==> config.mk <==
export PLATFORM = sky130hd
export DESIGN_NAME = u2_core
export DESIGN_NICKNAME = d
export VERILOG_FILES = /design/src/source/u2_bus_pkg.sv /design/src/source/u2_ctrl_pkg.sv /design/src/source/wb_slave_if.sv /design/src/source/irq_controller.sv /design/src/source/settings_bank.sv /design/src/source/status_readback.sv /design/src/source/u2_core.sv /design/src/source/wb_page_decoder.sv
export VERILOG_INCLUDE_DIRS = /design/src /design/src/source
export SDC_FILE = /design/constraint.sdc
export NUM_CORES = 1
export LEC_CHECK = 0
export ABC_AREA = 1
export BUFFER_PORTS_ARGS = -buffer_cell sky130_fd_sc_hd__buf_2
export CAP_MARGIN = 15
export CORE_MARGIN = 4
export CORE_UTILIZATION = 61
export DETAILED_ROUTE_END_ITERATION = 7
export GPL_TIMING_DRIVEN = 0
export PLACE_DENSITY_LB_ADDON = 0.2
export SYNTH_ARGS = -nofsm -noshare
export SYNTH_HDL_FRONTEND = slang
export SYNTH_HIERARCHICAL = 1
export SYNTH_SLANG_ARGS = --single-unit
==> constraint.sdc <==
create_clock -name dsp_clk -period 9.9 [get_ports dsp_clk]
set_clock_uncertainty 0.05 [all_clocks]
set_input_delay 1.98 -clock dsp_clk [delete_from_list [all_inputs] [get_ports dsp_clk]]
set_output_delay 1.98 -clock dsp_clk [all_outputs]
set_load 0.05 [all_outputs]
==> src/source/u2_defs.svh <==
//////////////////////////////////////////////////////////////////////
// Control slice map: bus widths, page numbers, settings addresses
//////////////////////////////////////////////////////////////////////
`ifndef U2_DEFS_SVH
`define U2_DEFS_SVH

`define U2_WB_AW 16
`define U2_WB_DW 32

// Address bits 15:8 select the slave
`define U2_PAGE_SETTINGS 0
`define U2_PAGE_READBACK 1
`define U2_PAGE_PIC      2

// Settings word addresses
`define U2_SR_CLOCK   0
`define U2_SR_SERDES  1
`define U2_SR_ADC     2
`define U2_SR_LED     3
`define U2_SR_PHY     4
`define U2_SR_LED_SRC 8

`define U2_NUM_IRQ 8

`endif

==> src/source/u2_bus_pkg.sv <==
//////////////////////////////////////////////////////////////////////
// Bus-side types for the host port and the settings strobe
//////////////////////////////////////////////////////////////////////
`include "u2_defs.svh"

package u2_bus_pkg;

   // Byte address on the host bus
   typedef logic [`U2_WB_AW-1:0] wb_adr_t;

   // One bus data word
   typedef logic [`U2_WB_DW-1:0] wb_dat_t;

   // Settings word address, host address bits 9:2
   typedef logic [7:0] set_addr_t;

   // Settings payload, always a full word
   typedef logic [`U2_WB_DW-1:0] set_data_t;

endpackage

==> src/source/u2_ctrl_pkg.sv <==
//////////////////////////////////////////////////////////////////////
// Control-side types: register bytes, interrupts, cycle count
//////////////////////////////////////////////////////////////////////
`include "u2_defs.svh"

package u2_ctrl_pkg;

   // Content of one board control register
   typedef logic [7:0] ctrl_byte_t;

   // Source vector
   // 4:0 irq_src, 5 PHY interrupt (active high), 6 link up, 7 clock status
   typedef logic [`U2_NUM_IRQ-1:0] irq_vec_t;

   // Encoded lowest active source, 8 when nothing is pending
   typedef logic [3:0] irq_idx_t;

   // Free-running cycle counter
   typedef logic [31:0] cycle_cnt_t;

endpackage

==> src/source/wb_slave_if.sv <==
//////////////////////////////////////////////////////////////////////
// Wishbone classic link, no sel, err or rty
//////////////////////////////////////////////////////////////////////
`timescale 1ns/1ps

interface wb_slave_if;
   import u2_bus_pkg::*;

   logic    cyc;
   logic    stb;
   logic    we;
   wb_adr_t adr;
   wb_dat_t dat_w;
   wb_dat_t dat_r;
   logic    ack;

   // Cycle owner
   modport master (
      output cyc, stb, we, adr, dat_w,
      input  dat_r, ack
   );

   // Responder, one-cycle ack
   modport slave (
      input  cyc, stb, we, adr, dat_w,
      output dat_r, ack
   );

endinterface
==> src/source/irq_controller.sv <==
//////////////////////////////////////////////////////////////////////
// Interrupt controller: edge pending, mask, lowest-index encode
//////////////////////////////////////////////////////////////////////
`timescale 1ns/1ps
`include "u2_defs.svh"

module irq_controller (
   input  logic                  dsp_clk,
   input  logic                  wb_rst,
   wb_slave_if.slave             bus,
   input  logic [4:0]            irq_src_i,
   input  logic                  phy_int_n_i,
   input  logic                  serdes_link_up_i,
   input  logic                  clk_status_i,
   output u2_ctrl_pkg::irq_vec_t irq_level_o,
   output logic                  int_o
);
   import u2_bus_pkg::*;
   import u2_ctrl_pkg::*;

   irq_vec_t   src_q;
   irq_vec_t   prev_q;
   irq_vec_t   rising;
   irq_vec_t   clr;
   irq_vec_t   pend_q;
   irq_vec_t   mask_q;
   irq_vec_t   active;
   irq_idx_t   first_idx;
   logic       ack_q;
   logic       accept;
   logic       wr_stb;
   logic [2:0] word;
   wb_dat_t    rd_mux;
   wb_dat_t    rd_q;

   assign accept = bus.cyc & bus.stb & ~ack_q;
   assign wr_stb = accept & bus.we;
   assign word   = bus.adr[4:2];

   //////////////////////////////////////////////////////////////////////
   // Source sampling and edge detect
   always_ff @(posedge dsp_clk) begin
      if (wb_rst) begin
         src_q  <= '0;
         prev_q <= '0;
      end else begin
         src_q  <= {clk_status_i, serdes_link_up_i, ~phy_int_n_i, irq_src_i};
         prev_q <= src_q;
      end
   end

   assign rising      = src_q & ~prev_q;
   assign irq_level_o = src_q;

   // Write of 1 to word 1 clears, a fresh edge wins
   assign clr = (wr_stb && word == 3'd1) ? bus.dat_w[`U2_NUM_IRQ-1:0] : '0;

   always_ff @(posedge dsp_clk) begin
      if (wb_rst) begin
         ack_q  <= 1'b0;
         pend_q <= '0;
         mask_q <= '0;
      end else begin
         ack_q  <= accept;
         pend_q <= (pend_q & ~clr) | rising;
         if (wr_stb && word == 3'd0)
            mask_q <= bus.dat_w[`U2_NUM_IRQ-1:0];
      end
   end

   assign active = pend_q & mask_q;
   assign int_o  = |active;

   //////////////////////////////////////////////////////////////////////
   // Lowest active index
   always_comb begin
      first_idx = irq_idx_t'(`U2_NUM_IRQ);
      for (int i = `U2_NUM_IRQ - 1; i >= 0; i--) begin
         if (active[i])
            first_idx = irq_idx_t'(i);
      end
   end

   always_comb begin
      case (word)
         3'd0:    rd_mux = wb_dat_t'(mask_q);
         3'd1:    rd_mux = wb_dat_t'(pend_q);
         3'd2:    rd_mux = wb_dat_t'(first_idx);
         default: rd_mux = '0;
      endcase
   end

   always_ff @(posedge dsp_clk) begin
      if (accept)
         rd_q <= rd_mux;
   end

   assign bus.ack   = ack_q;
   assign bus.dat_r = rd_q;

endmodule

==> src/source/settings_bank.sv <==
//////////////////////////////////////////////////////////////////////
// Settings bank: write-only board control registers and LED select
//////////////////////////////////////////////////////////////////////
`timescale 1ns/1ps
`include "u2_defs.svh"

module settings_bank (
   input  logic                    dsp_clk,
   input  logic                    wb_rst,
   wb_slave_if.slave               bus,
   input  logic                    clk_status_i,
   input  logic                    serdes_link_up_i,
   output logic                    clock_ready_o,
   output logic [1:0]              clk_en_o,
   output logic [1:0]              clk_sel_o,
   output logic                    ser_enable_o,
   output logic                    ser_prbsen_o,
   output logic                    ser_loopen_o,
   output logic                    ser_rx_en_o,
   output logic                    adc_oe_a_o,
   output logic                    adc_on_a_o,
   output logic                    adc_oe_b_o,
   output logic                    adc_on_b_o,
   output logic                    phy_resetn_o,
   output u2_ctrl_pkg::ctrl_byte_t leds_o
);
   import u2_bus_pkg::*;
   import u2_ctrl_pkg::*;

   logic       ack_q;
   logic       set_stb;
   set_addr_t  set_addr;
   set_data_t  set_data;
   ctrl_byte_t clock_q;
   ctrl_byte_t serdes_q;
   ctrl_byte_t adc_q;
   ctrl_byte_t led_sw_q;
   ctrl_byte_t phy_q;
   ctrl_byte_t led_src_q;
   ctrl_byte_t led_hw;

   //////////////////////////////////////////////////////////////////////
   // Bus side, write becomes a settings strobe
   always_ff @(posedge dsp_clk) begin
      if (wb_rst)
         ack_q <= 1'b0;
      else
         ack_q <= bus.cyc & bus.stb & ~ack_q;
   end

   // Strobe lands on the same edge that raises ack
   assign set_stb  = bus.cyc & bus.stb & bus.we & ~ack_q;
   assign set_addr = bus.adr[9:2];
   assign set_data = bus.dat_w;

   assign bus.ack   = ack_q;
   assign bus.dat_r = '0;

   //////////////////////////////////////////////////////////////////////
   // Control registers, low byte only
   always_ff @(posedge dsp_clk) begin
      if (wb_rst) begin
         clock_q   <= '0;
         serdes_q  <= '0;
         adc_q     <= '0;
         led_sw_q  <= '0;
         phy_q     <= '0;
         led_src_q <= '0;
      end else if (set_stb) begin
         case (set_addr)
            `U2_SR_CLOCK:   clock_q   <= set_data[7:0];
            `U2_SR_SERDES:  serdes_q  <= set_data[7:0];
            `U2_SR_ADC:     adc_q     <= set_data[7:0];
            `U2_SR_LED:     led_sw_q  <= set_data[7:0];
            `U2_SR_PHY:     phy_q     <= set_data[7:0];
            `U2_SR_LED_SRC: led_src_q <= set_data[7:0];
            default: ;
         endcase
      end
   end

   assign {clock_ready_o, clk_en_o, clk_sel_o} = clock_q[4:0];
   assign {ser_enable_o, ser_prbsen_o, ser_loopen_o, ser_rx_en_o} = serdes_q[3:0];
   assign {adc_oe_a_o, adc_on_a_o, adc_oe_b_o, adc_on_b_o} = adc_q[3:0];

   // PHY held in reset while bit 0 is set
   assign phy_resetn_o = ~phy_q[0];

   // LED select, 1 = hardware, 0 = software
   assign led_hw = {6'b0, clk_status_i, serdes_link_up_i};
   assign leds_o = (led_src_q & led_hw) | (~led_src_q & led_sw_q);

endmodule

==> src/source/status_readback.sv <==
//////////////////////////////////////////////////////////////////////
// Status readback: strap inputs, IRQ levels, free-running counter
//////////////////////////////////////////////////////////////////////
`timescale 1ns/1ps

module status_readback (
   input  logic                  dsp_clk,
   input  logic                  wb_rst,
   wb_slave_if.slave             bus,
   input  logic                  sim_mode_i,
   input  logic [3:0]            clock_divider_i,
   input  u2_ctrl_pkg::irq_vec_t irq_level_i
);
   import u2_bus_pkg::*;
   import u2_ctrl_pkg::*;

   logic       ack_q;
   logic       accept;
   logic [3:0] word;
   cycle_cnt_t cnt_q;
   wb_dat_t    word_mux;
   wb_dat_t    rd_q;

   assign accept = bus.cyc & bus.stb & ~ack_q;
   assign word   = bus.adr[5:2];

   always_ff @(posedge dsp_clk) begin
      if (wb_rst) begin
         ack_q <= 1'b0;
         cnt_q <= '0;
      end else begin
         ack_q <= accept;
         cnt_q <= cnt_q + 1'b1;
      end
   end

   // Words past 2 read zero, writes only get the ack
   always_comb begin
      case (word)
         4'd0:    word_mux = {sim_mode_i, 27'b0, clock_divider_i};
         4'd1:    word_mux = wb_dat_t'(irq_level_i);
         4'd2:    word_mux = wb_dat_t'(cnt_q);
         default: word_mux = '0;
      endcase
   end

   // Captured on the ack edge
   always_ff @(posedge dsp_clk) begin
      if (accept)
         rd_q <= word_mux;
   end

   assign bus.ack   = ack_q;
   assign bus.dat_r = rd_q;

endmodule

==> src/source/u2_core.sv <==
//////////////////////////////////////////////////////////////////////
// Radio mainboard control slice: host port, settings, status, PIC
//////////////////////////////////////////////////////////////////////
`timescale 1ns/1ps

module u2_core (
   input  logic                    dsp_clk,
   input  logic                    wb_rst,
   // Host Wishbone port
   input  logic                    wb_cyc_i,
   input  logic                    wb_stb_i,
   input  logic                    wb_we_i,
   input  u2_bus_pkg::wb_adr_t     wb_adr_i,
   input  u2_bus_pkg::wb_dat_t     wb_dat_i,
   output u2_bus_pkg::wb_dat_t     wb_dat_o,
   output logic                    wb_ack_o,
   // Board status inputs
   input  logic                    clk_status_i,
   input  logic                    serdes_link_up_i,
   input  logic                    sim_mode_i,
   input  logic [3:0]              clock_divider_i,
   input  logic [4:0]              irq_src_i,
   input  logic                    phy_int_n_i,
   // Board control outputs
   output logic                    clock_ready_o,
   output logic [1:0]              clk_en_o,
   output logic [1:0]              clk_sel_o,
   output logic                    ser_enable_o,
   output logic                    ser_prbsen_o,
   output logic                    ser_loopen_o,
   output logic                    ser_rx_en_o,
   output logic                    adc_oe_a_o,
   output logic                    adc_on_a_o,
   output logic                    adc_oe_b_o,
   output logic                    adc_on_b_o,
   output logic                    phy_resetn_o,
   output u2_ctrl_pkg::ctrl_byte_t leds_o,
   output logic                    int_o
);
   import u2_ctrl_pkg::*;

   irq_vec_t irq_level;

   wb_slave_if host_bus ();
   wb_slave_if settings_bus ();
   wb_slave_if readback_bus ();
   wb_slave_if pic_bus ();

   assign host_bus.cyc   = wb_cyc_i;
   assign host_bus.stb   = wb_stb_i;
   assign host_bus.we    = wb_we_i;
   assign host_bus.adr   = wb_adr_i;
   assign host_bus.dat_w = wb_dat_i;
   assign wb_dat_o       = host_bus.dat_r;
   assign wb_ack_o       = host_bus.ack;

   wb_page_decoder decoder (
      .dsp_clk(dsp_clk), .wb_rst(wb_rst), .host(host_bus),
      .settings_bus(settings_bus), .readback_bus(readback_bus), .pic_bus(pic_bus)
   );

   settings_bank settings (
      .dsp_clk(dsp_clk), .wb_rst(wb_rst), .bus(settings_bus),
      .clk_status_i(clk_status_i), .serdes_link_up_i(serdes_link_up_i),
      .clock_ready_o(clock_ready_o), .clk_en_o(clk_en_o), .clk_sel_o(clk_sel_o),
      .ser_enable_o(ser_enable_o), .ser_prbsen_o(ser_prbsen_o),
      .ser_loopen_o(ser_loopen_o), .ser_rx_en_o(ser_rx_en_o),
      .adc_oe_a_o(adc_oe_a_o), .adc_on_a_o(adc_on_a_o),
      .adc_oe_b_o(adc_oe_b_o), .adc_on_b_o(adc_on_b_o),
      .phy_resetn_o(phy_resetn_o), .leds_o(leds_o)
   );

   status_readback readback (
      .dsp_clk(dsp_clk), .wb_rst(wb_rst), .bus(readback_bus),
      .sim_mode_i(sim_mode_i), .clock_divider_i(clock_divider_i),
      .irq_level_i(irq_level)
   );

   irq_controller pic (
      .dsp_clk(dsp_clk), .wb_rst(wb_rst), .bus(pic_bus),
      .irq_src_i(irq_src_i), .phy_int_n_i(phy_int_n_i),
      .serdes_link_up_i(serdes_link_up_i), .clk_status_i(clk_status_i),
      .irq_level_o(irq_level), .int_o(int_o)
   );

endmodule

==> src/source/wb_page_decoder.sv <==
//////////////////////////////////////////////////////////////////////
// Page decoder: steers host cycles to the slave picked by adr[15:8]
//////////////////////////////////////////////////////////////////////
`timescale 1ns/1ps
`include "u2_defs.svh"

module wb_page_decoder (
   input  logic       dsp_clk,
   input  logic       wb_rst,
   wb_slave_if.slave  host,
   wb_slave_if.master settings_bus,
   wb_slave_if.master readback_bus,
   wb_slave_if.master pic_bus
);

   logic [7:0] page;
   logic       sel_set;
   logic       sel_rb;
   logic       sel_pic;
   logic       sel_none;
   logic       unm_ack;

   assign page     = host.adr[`U2_WB_AW-1:8];
   assign sel_set  = (page == 8'(`U2_PAGE_SETTINGS));
   assign sel_rb   = (page == 8'(`U2_PAGE_READBACK));
   assign sel_pic  = (page == 8'(`U2_PAGE_PIC));
   assign sel_none = ~(sel_set | sel_rb | sel_pic);

   //////////////////////////////////////////////////////////////////////
   // Fan out, stb only to the selected page
   assign settings_bus.cyc   = host.cyc;
   assign settings_bus.stb   = host.stb & sel_set;
   assign settings_bus.we    = host.we;
   assign settings_bus.adr   = host.adr;
   assign settings_bus.dat_w = host.dat_w;

   assign readback_bus.cyc   = host.cyc;
   assign readback_bus.stb   = host.stb & sel_rb;
   assign readback_bus.we    = host.we;
   assign readback_bus.adr   = host.adr;
   assign readback_bus.dat_w = host.dat_w;

   assign pic_bus.cyc   = host.cyc;
   assign pic_bus.stb   = host.stb & sel_pic;
   assign pic_bus.we    = host.we;
   assign pic_bus.adr   = host.adr;
   assign pic_bus.dat_w = host.dat_w;

   // Unmapped pages answer here, same one-cycle timing
   always_ff @(posedge dsp_clk) begin
      if (wb_rst)
         unm_ack <= 1'b0;
      else
         unm_ack <= host.cyc & host.stb & sel_none & ~unm_ack;
   end

   //////////////////////////////////////////////////////////////////////
   // Return path
   assign host.ack = settings_bus.ack | readback_bus.ack | pic_bus.ack | unm_ack;

   always_comb begin
      if (sel_set)
         host.dat_r = settings_bus.dat_r;
      else if (sel_rb)
         host.dat_r = readback_bus.dat_r;
      else if (sel_pic)
         host.dat_r = pic_bus.dat_r;
      else
         host.dat_r = '0;
   end

endmodule

==> flow_summary.ini, run 1 <==
[status]
outcome = complete, no violations

[run]
maxCapViolations = 0

[final_layout]
fin_nets = 1283
area_delta_synth_final_pct = 18.6
n_antenna_cell = 0
final_cells = 1397
layout-drive-gt1-share_pct = 23.8

[sta]
relSlewSlack_pct = 51.6
rsz0062_at_grt = no
layout_min_cycle_time_ns = 5.29
finalCritPeriodShare_pct = 53.5
worstMarginPinSlew_ns = 0.723
setup_viol = 0
drv_slew = 0
final-hold-violation-count = 0
setup_tns_ns = 0
fmax_mhz = 189

[setup_path]
startpoint_type = input port
critical_path_class = input port to primary output
crit_chain = buf_2 > inv_2 > nand2_2 > nor2_8 > nand2_2 > inv_2 > buf_2 > nand2_1 > nand3_1 > buf_2
arrival_ns = 3.26
cpMostUsedCell = buf_2
cp_top_family = buffers and inverters
worst_path_max_delay_cell = buf_2
critPathCaptureType = primary output
cp.required_ns = 7.87
cpPeakStageDelay_ns = 0.26
worst-path-max-fanout = 10
worst-path-buf-inv = 5

[pwr]
ir_drop_v = 0.000147
leakagePower_uw = 0.00435
p_per_area_nw_per_um2 = 144

[clock_network]
cts_tree = done
cts_setup_buffers = 0
cts_buffers = 17
clkLatencyLatePin_ns = 0.42
clock-sinks = 138
clockRootBuffer = clkbuf_16
hold_buffers = 0
clkTransAtPathRegs_ns = 0.06
cts_resized = 0
cts_buffer_depth = 2
ctsHtreeMaxLevel = 4

[synthesis]
ys_warn_count = 6
synthCells = 1061
syn-cell-area_um2 = 7700
synth.avg_cell_area_um2 = 7.26

[grt]
grt_first_pass_wirelength_mm = 30.2
grt_overflow_total = 0
grt_pass1_vias = 6494
grt_use_total_pct = 26.3
grt_start_max_net_pins = 17
antenna_found_initial = 0

[routing]
drtPass1Iterations = 5
wl_per_cell_um = 13.2
drtAntennaViolNets = 0
drc = 0
vias = 6892
vias_per_cell = 4.93
drtIter0Drc = 553
wl_mm = 18.5

[placement]
dp_hpwl_mm = 13.7
port_buffers = 80
dp.cells = 1365
globalplace.congestion = 0.892

[floorplanning]
rows = 40
io-pin-count = 122
fp.dieW_um = 120
dieArea_um2 = 14500
core_um2 = 12200
fp.dieH_um = 120
start_util_pct = 63.3

[min_path]
hp-class = register to register
[where the power goes]
group,internal [uW],switching [uW]
sequential,585,4.82
combinational,39.9,48.2
clock,401,233
[registers in the layout, summed over array words and instances, names as in the netlist, 4 cells and up]
signal	flops
readback/bus.dat_r	32
settings/led_sw_q	8
pic/mask_q	8
readback/cnt_q	32
settings/clock_q	5
pic/bus.dat_r	8
pic/irq_level_o	8
settings/led_src_q	8
settings/adc_q	4
pic/pend_q	8
settings/serdes_q	4
pic/prev_q	8
[placed cells by master (no fill, tap or decap), drive strengths merged, types with 5 or more instances in the layout]
cell type,n
nand2,230
nor2,207
buf,202
nand3,131
inv,112
dfxtp,98
a21oi,64
conb,56
edfxtp,40
clkbuf,26
o21ai,26
clkinv,10
nor3,5
[final cells by class]
type	instances	area (um2)
Multi-Input combinational cell	737	3430
Sequential cell	138	3160
Fill cell	942	3030
Buffer	126	882
Clock buffer	20	447
Inverter	114	430
Timing Repair Buffer	82	423
Tap cell	168	210
Clock inverter	12	148
[layer usage]
layer  share of wire, %  track usage, %  vias to the layer above
li1                   -               -                     3517
met1                 44            33.0                     3108
met2                 47            44.2                      235
met3                6.3            6.03                       32
met4                2.3            10.1                        0
met5                  0               0                        -
[per-stage QoR]
stage	util [%]	hold slack (ns)	instance area, um2	worst slack (ns)	total power, uW
2_1_floorplan	-	0.366	7900	4.68	668
3_3_place_gp	70.0	0.378	8510	3.84	685
3_5_place_dp	70.2	0.393	8540	4.62	687
4_1_cts	75.1	0.407	9140	4.62	1320
5_1_grt	75.1	0.440	9140	4.48	1360
6_report	75.1	0.404	9140	4.61	1310
[final timing paths]
path | startpoint | cells past startpoint | end | slack (ns)
worst max-delay path | wb_adr_i[12] | 10 | wb_dat_o[1] | 4.61
worst min-delay path | readback/cnt_q[0] | 1 | readback/cnt_q[0] | 0.40
worst max register to register | readback/bus.ack | 3 | readback/bus.dat_r[14] | 8.15
worst min register to register | readback/cnt_q[0] | 1 | readback/cnt_q[0] | 0.40
(Power assumes the default switching activity.)
==> run 2: changes to the inputs <==
--- a/config.mk
+++ b/config.mk
@@ -10,7 +10,7 @@
 export BUFFER_PORTS_ARGS = -buffer_cell sky130_fd_sc_hd__buf_2
 export CAP_MARGIN = 15
 export CORE_MARGIN = 4
-export CORE_UTILIZATION = 61
+export CORE_UTILIZATION = 53
 export DETAILED_ROUTE_END_ITERATION = 7
 export GPL_TIMING_DRIVEN = 0
 export PLACE_DENSITY_LB_ADDON = 0.2
==> constraint.sdc (replaced) <==
create_clock -name dsp_clk -period 4.67 [get_ports dsp_clk]
set_clock_uncertainty 0.05 [all_clocks]
set_input_delay 0.934 -clock dsp_clk [delete_from_list [all_inputs] [get_ports dsp_clk]]
set_output_delay 0.934 -clock dsp_clk [all_outputs]
set_load 0.05 [all_outputs]
==> flow_summary.ini, run 2 (synthesis gave the netlist of run 1 again) <==
[grt]
grt_start_max_net_pins = 17
grt_use_total_pct = 22.0
antenna_found_initial = 0
grt_pass1_vias = 6159
grt_first_pass_wirelength_mm = 28.9
grt_overflow_total = 0

[final_layout]
final_cells = 1409
layout-drive-gt1-share_pct = 23.8
final_cell_mix = 214 x nand2_1, 178 x nor2_1, 125 x nand3_1
fin_nets = 1283
n_antenna_cell = 0
final_common_cell = nand2_1
area_delta_synth_final_pct = 19.0
stdcell_area_um2 = 9170

[floorplanning]
fp.dieH_um = 129
dieArea_um2 = 16500
fp.dieW_um = 129
core_um2 = 14000
io-pin-count = 122
start_util_pct = 54.8
rows = 43

[run]
maxCapViolations = 0

[routing]
drtPass1Iterations = 5
wl_per_cell_um = 12.7
vias = 6679
drc = 0
wl_mm = 17.8
vias_per_cell = 4.74
drtAntennaViolNets = 0
drtIter0Drc = 367

[pwr]
ir_drop_v = 0.000255
leakagePower_uw = 0.00436
power_uw = 2790
p_per_area_nw_per_um2 = 304

[clock_network]
cts_resized = 0
clkTransAtPathRegs_ns = 0.06
ctsHtreeMaxLevel = 4
clock-sinks = 138
clkLatencyLatePin_ns = 0.41
hold_buffers = 0
clockRootBuffer = clkbuf_16
cts_setup_buffers = 0
cts_buffer_depth = 2
cts_buffers = 17
cts_tree = done

[setup_path]
cp.required_ns = 3.69
reg2reg_depth = 3
startpoint_type = input port
critPathLaunch = wb_adr_i[10]
crit_chain = buf_2 > inv_2 > nand2_1 > nor2_2 > nand2_2 > inv_2 > buf_2 > nand2_1 > nand3_1 > buf_2
worst-path-buf-inv = 5
worst-path-max-fanout = 10
cpMostUsedCell = buf_2
critPathCaptureType = primary output
cp_top_family = buffers and inverters
worst_path_max_delay_cell = buf_2
r2r_slack_ns = 2.90
r2r_end = readback/bus.dat_r[9]
cpPeakStageDelay_ns = 0.28
arrival_ns = 2.22
r2r-start = readback/bus.ack
critical_path_class = input port to primary output

[sta]
relSlewSlack_pct = 48.2
setup_viol = 0
setup_slack_ns = 1.47
rsz0062_at_grt = no
layout_min_cycle_time_ns = 3.20
setup_tns_ns = 0
worstMarginPinSlew_ns = 0.772
fmax_mhz = 312
final-hold-violation-count = 0
drv_slew = 0
finalCritPeriodShare_pct = 68.6

[min_path]
whs_endpoint = pic/prev_q[4]
hp-class = register to register
hold_start = pic/irq_level_o[4]
hold_depth = 2

[status]
outcome = complete, no violations

[placement]
post-place-ws_ns = 1.46
placed_cell_area_um2 = 8560
dp.cells = 1377
globalplace.congestion = 0.877
port_buffers = 80
dp_hpwl_mm = 13.8
[run 2: metal layers]
metal	GRT usage (%)	share of wire (%)	vias up
met5	0	0	-
met4	7.23	2.0	0
met3	4.57	5.6	26
met2	35.6	45	166
met1	29.6	47	2957
li1	-	-	3530
[run 2: power breakdown]
| part | internal (uW) | leakage, uW | total [uW] | switching [uW] |
|---|---|---|---|---|
| logic | 84.5 | 0.00283 | 184 | 99.0 |
| clock network | 865 | 0.000297 | 1360 | 493 |
| registers | 1240 | 0.00123 | 1250 | 9.53 |
[run 2: worst max-delay path by stage]
stage,cells after the start,slack (ns),end
after detailed placement,10,1.46,wb_dat_o[3]
after global routing,10,1.32,wb_dat_o[7]
after CTS,10,1.45,wb_dat_o[3]
after global placement,8,-0.54,readback/bus.dat_r[26]
final,10,1.47,wb_dat_o[27]
after floorplan,7,0.50,readback/bus.dat_r[0]
[run 2: cell type report]
cell class / count / area, um2
buffer: 126 / 882
fill: 1246 / 4870
sequential: 138 / 3160
clock inverter: 8 / 108
timing repair buffer: 82 / 423
clock buffer: 24 / 503
inverter: 114 / 430
tap: 180 / 225
multi-input combinational: 737 / 3430
[run 2: worst min-delay path: cells and delay by family (launching register included)]
family | cells | cell delay [ns]
flip-flops | 1 | 0.31
buffers and inverters | 1 | 0.06
AND/OR/NAND/NOR | 1 | 0.04
[run 2: metrics by stage]
step                      hold slack, ns  utilization [%]
after floorplan                    0.366                -
final                              0.400             65.3
after global routing               0.431             65.3
after detailed placement           0.390             60.9
after CTS                          0.401             65.3
after global placement             0.379             60.7
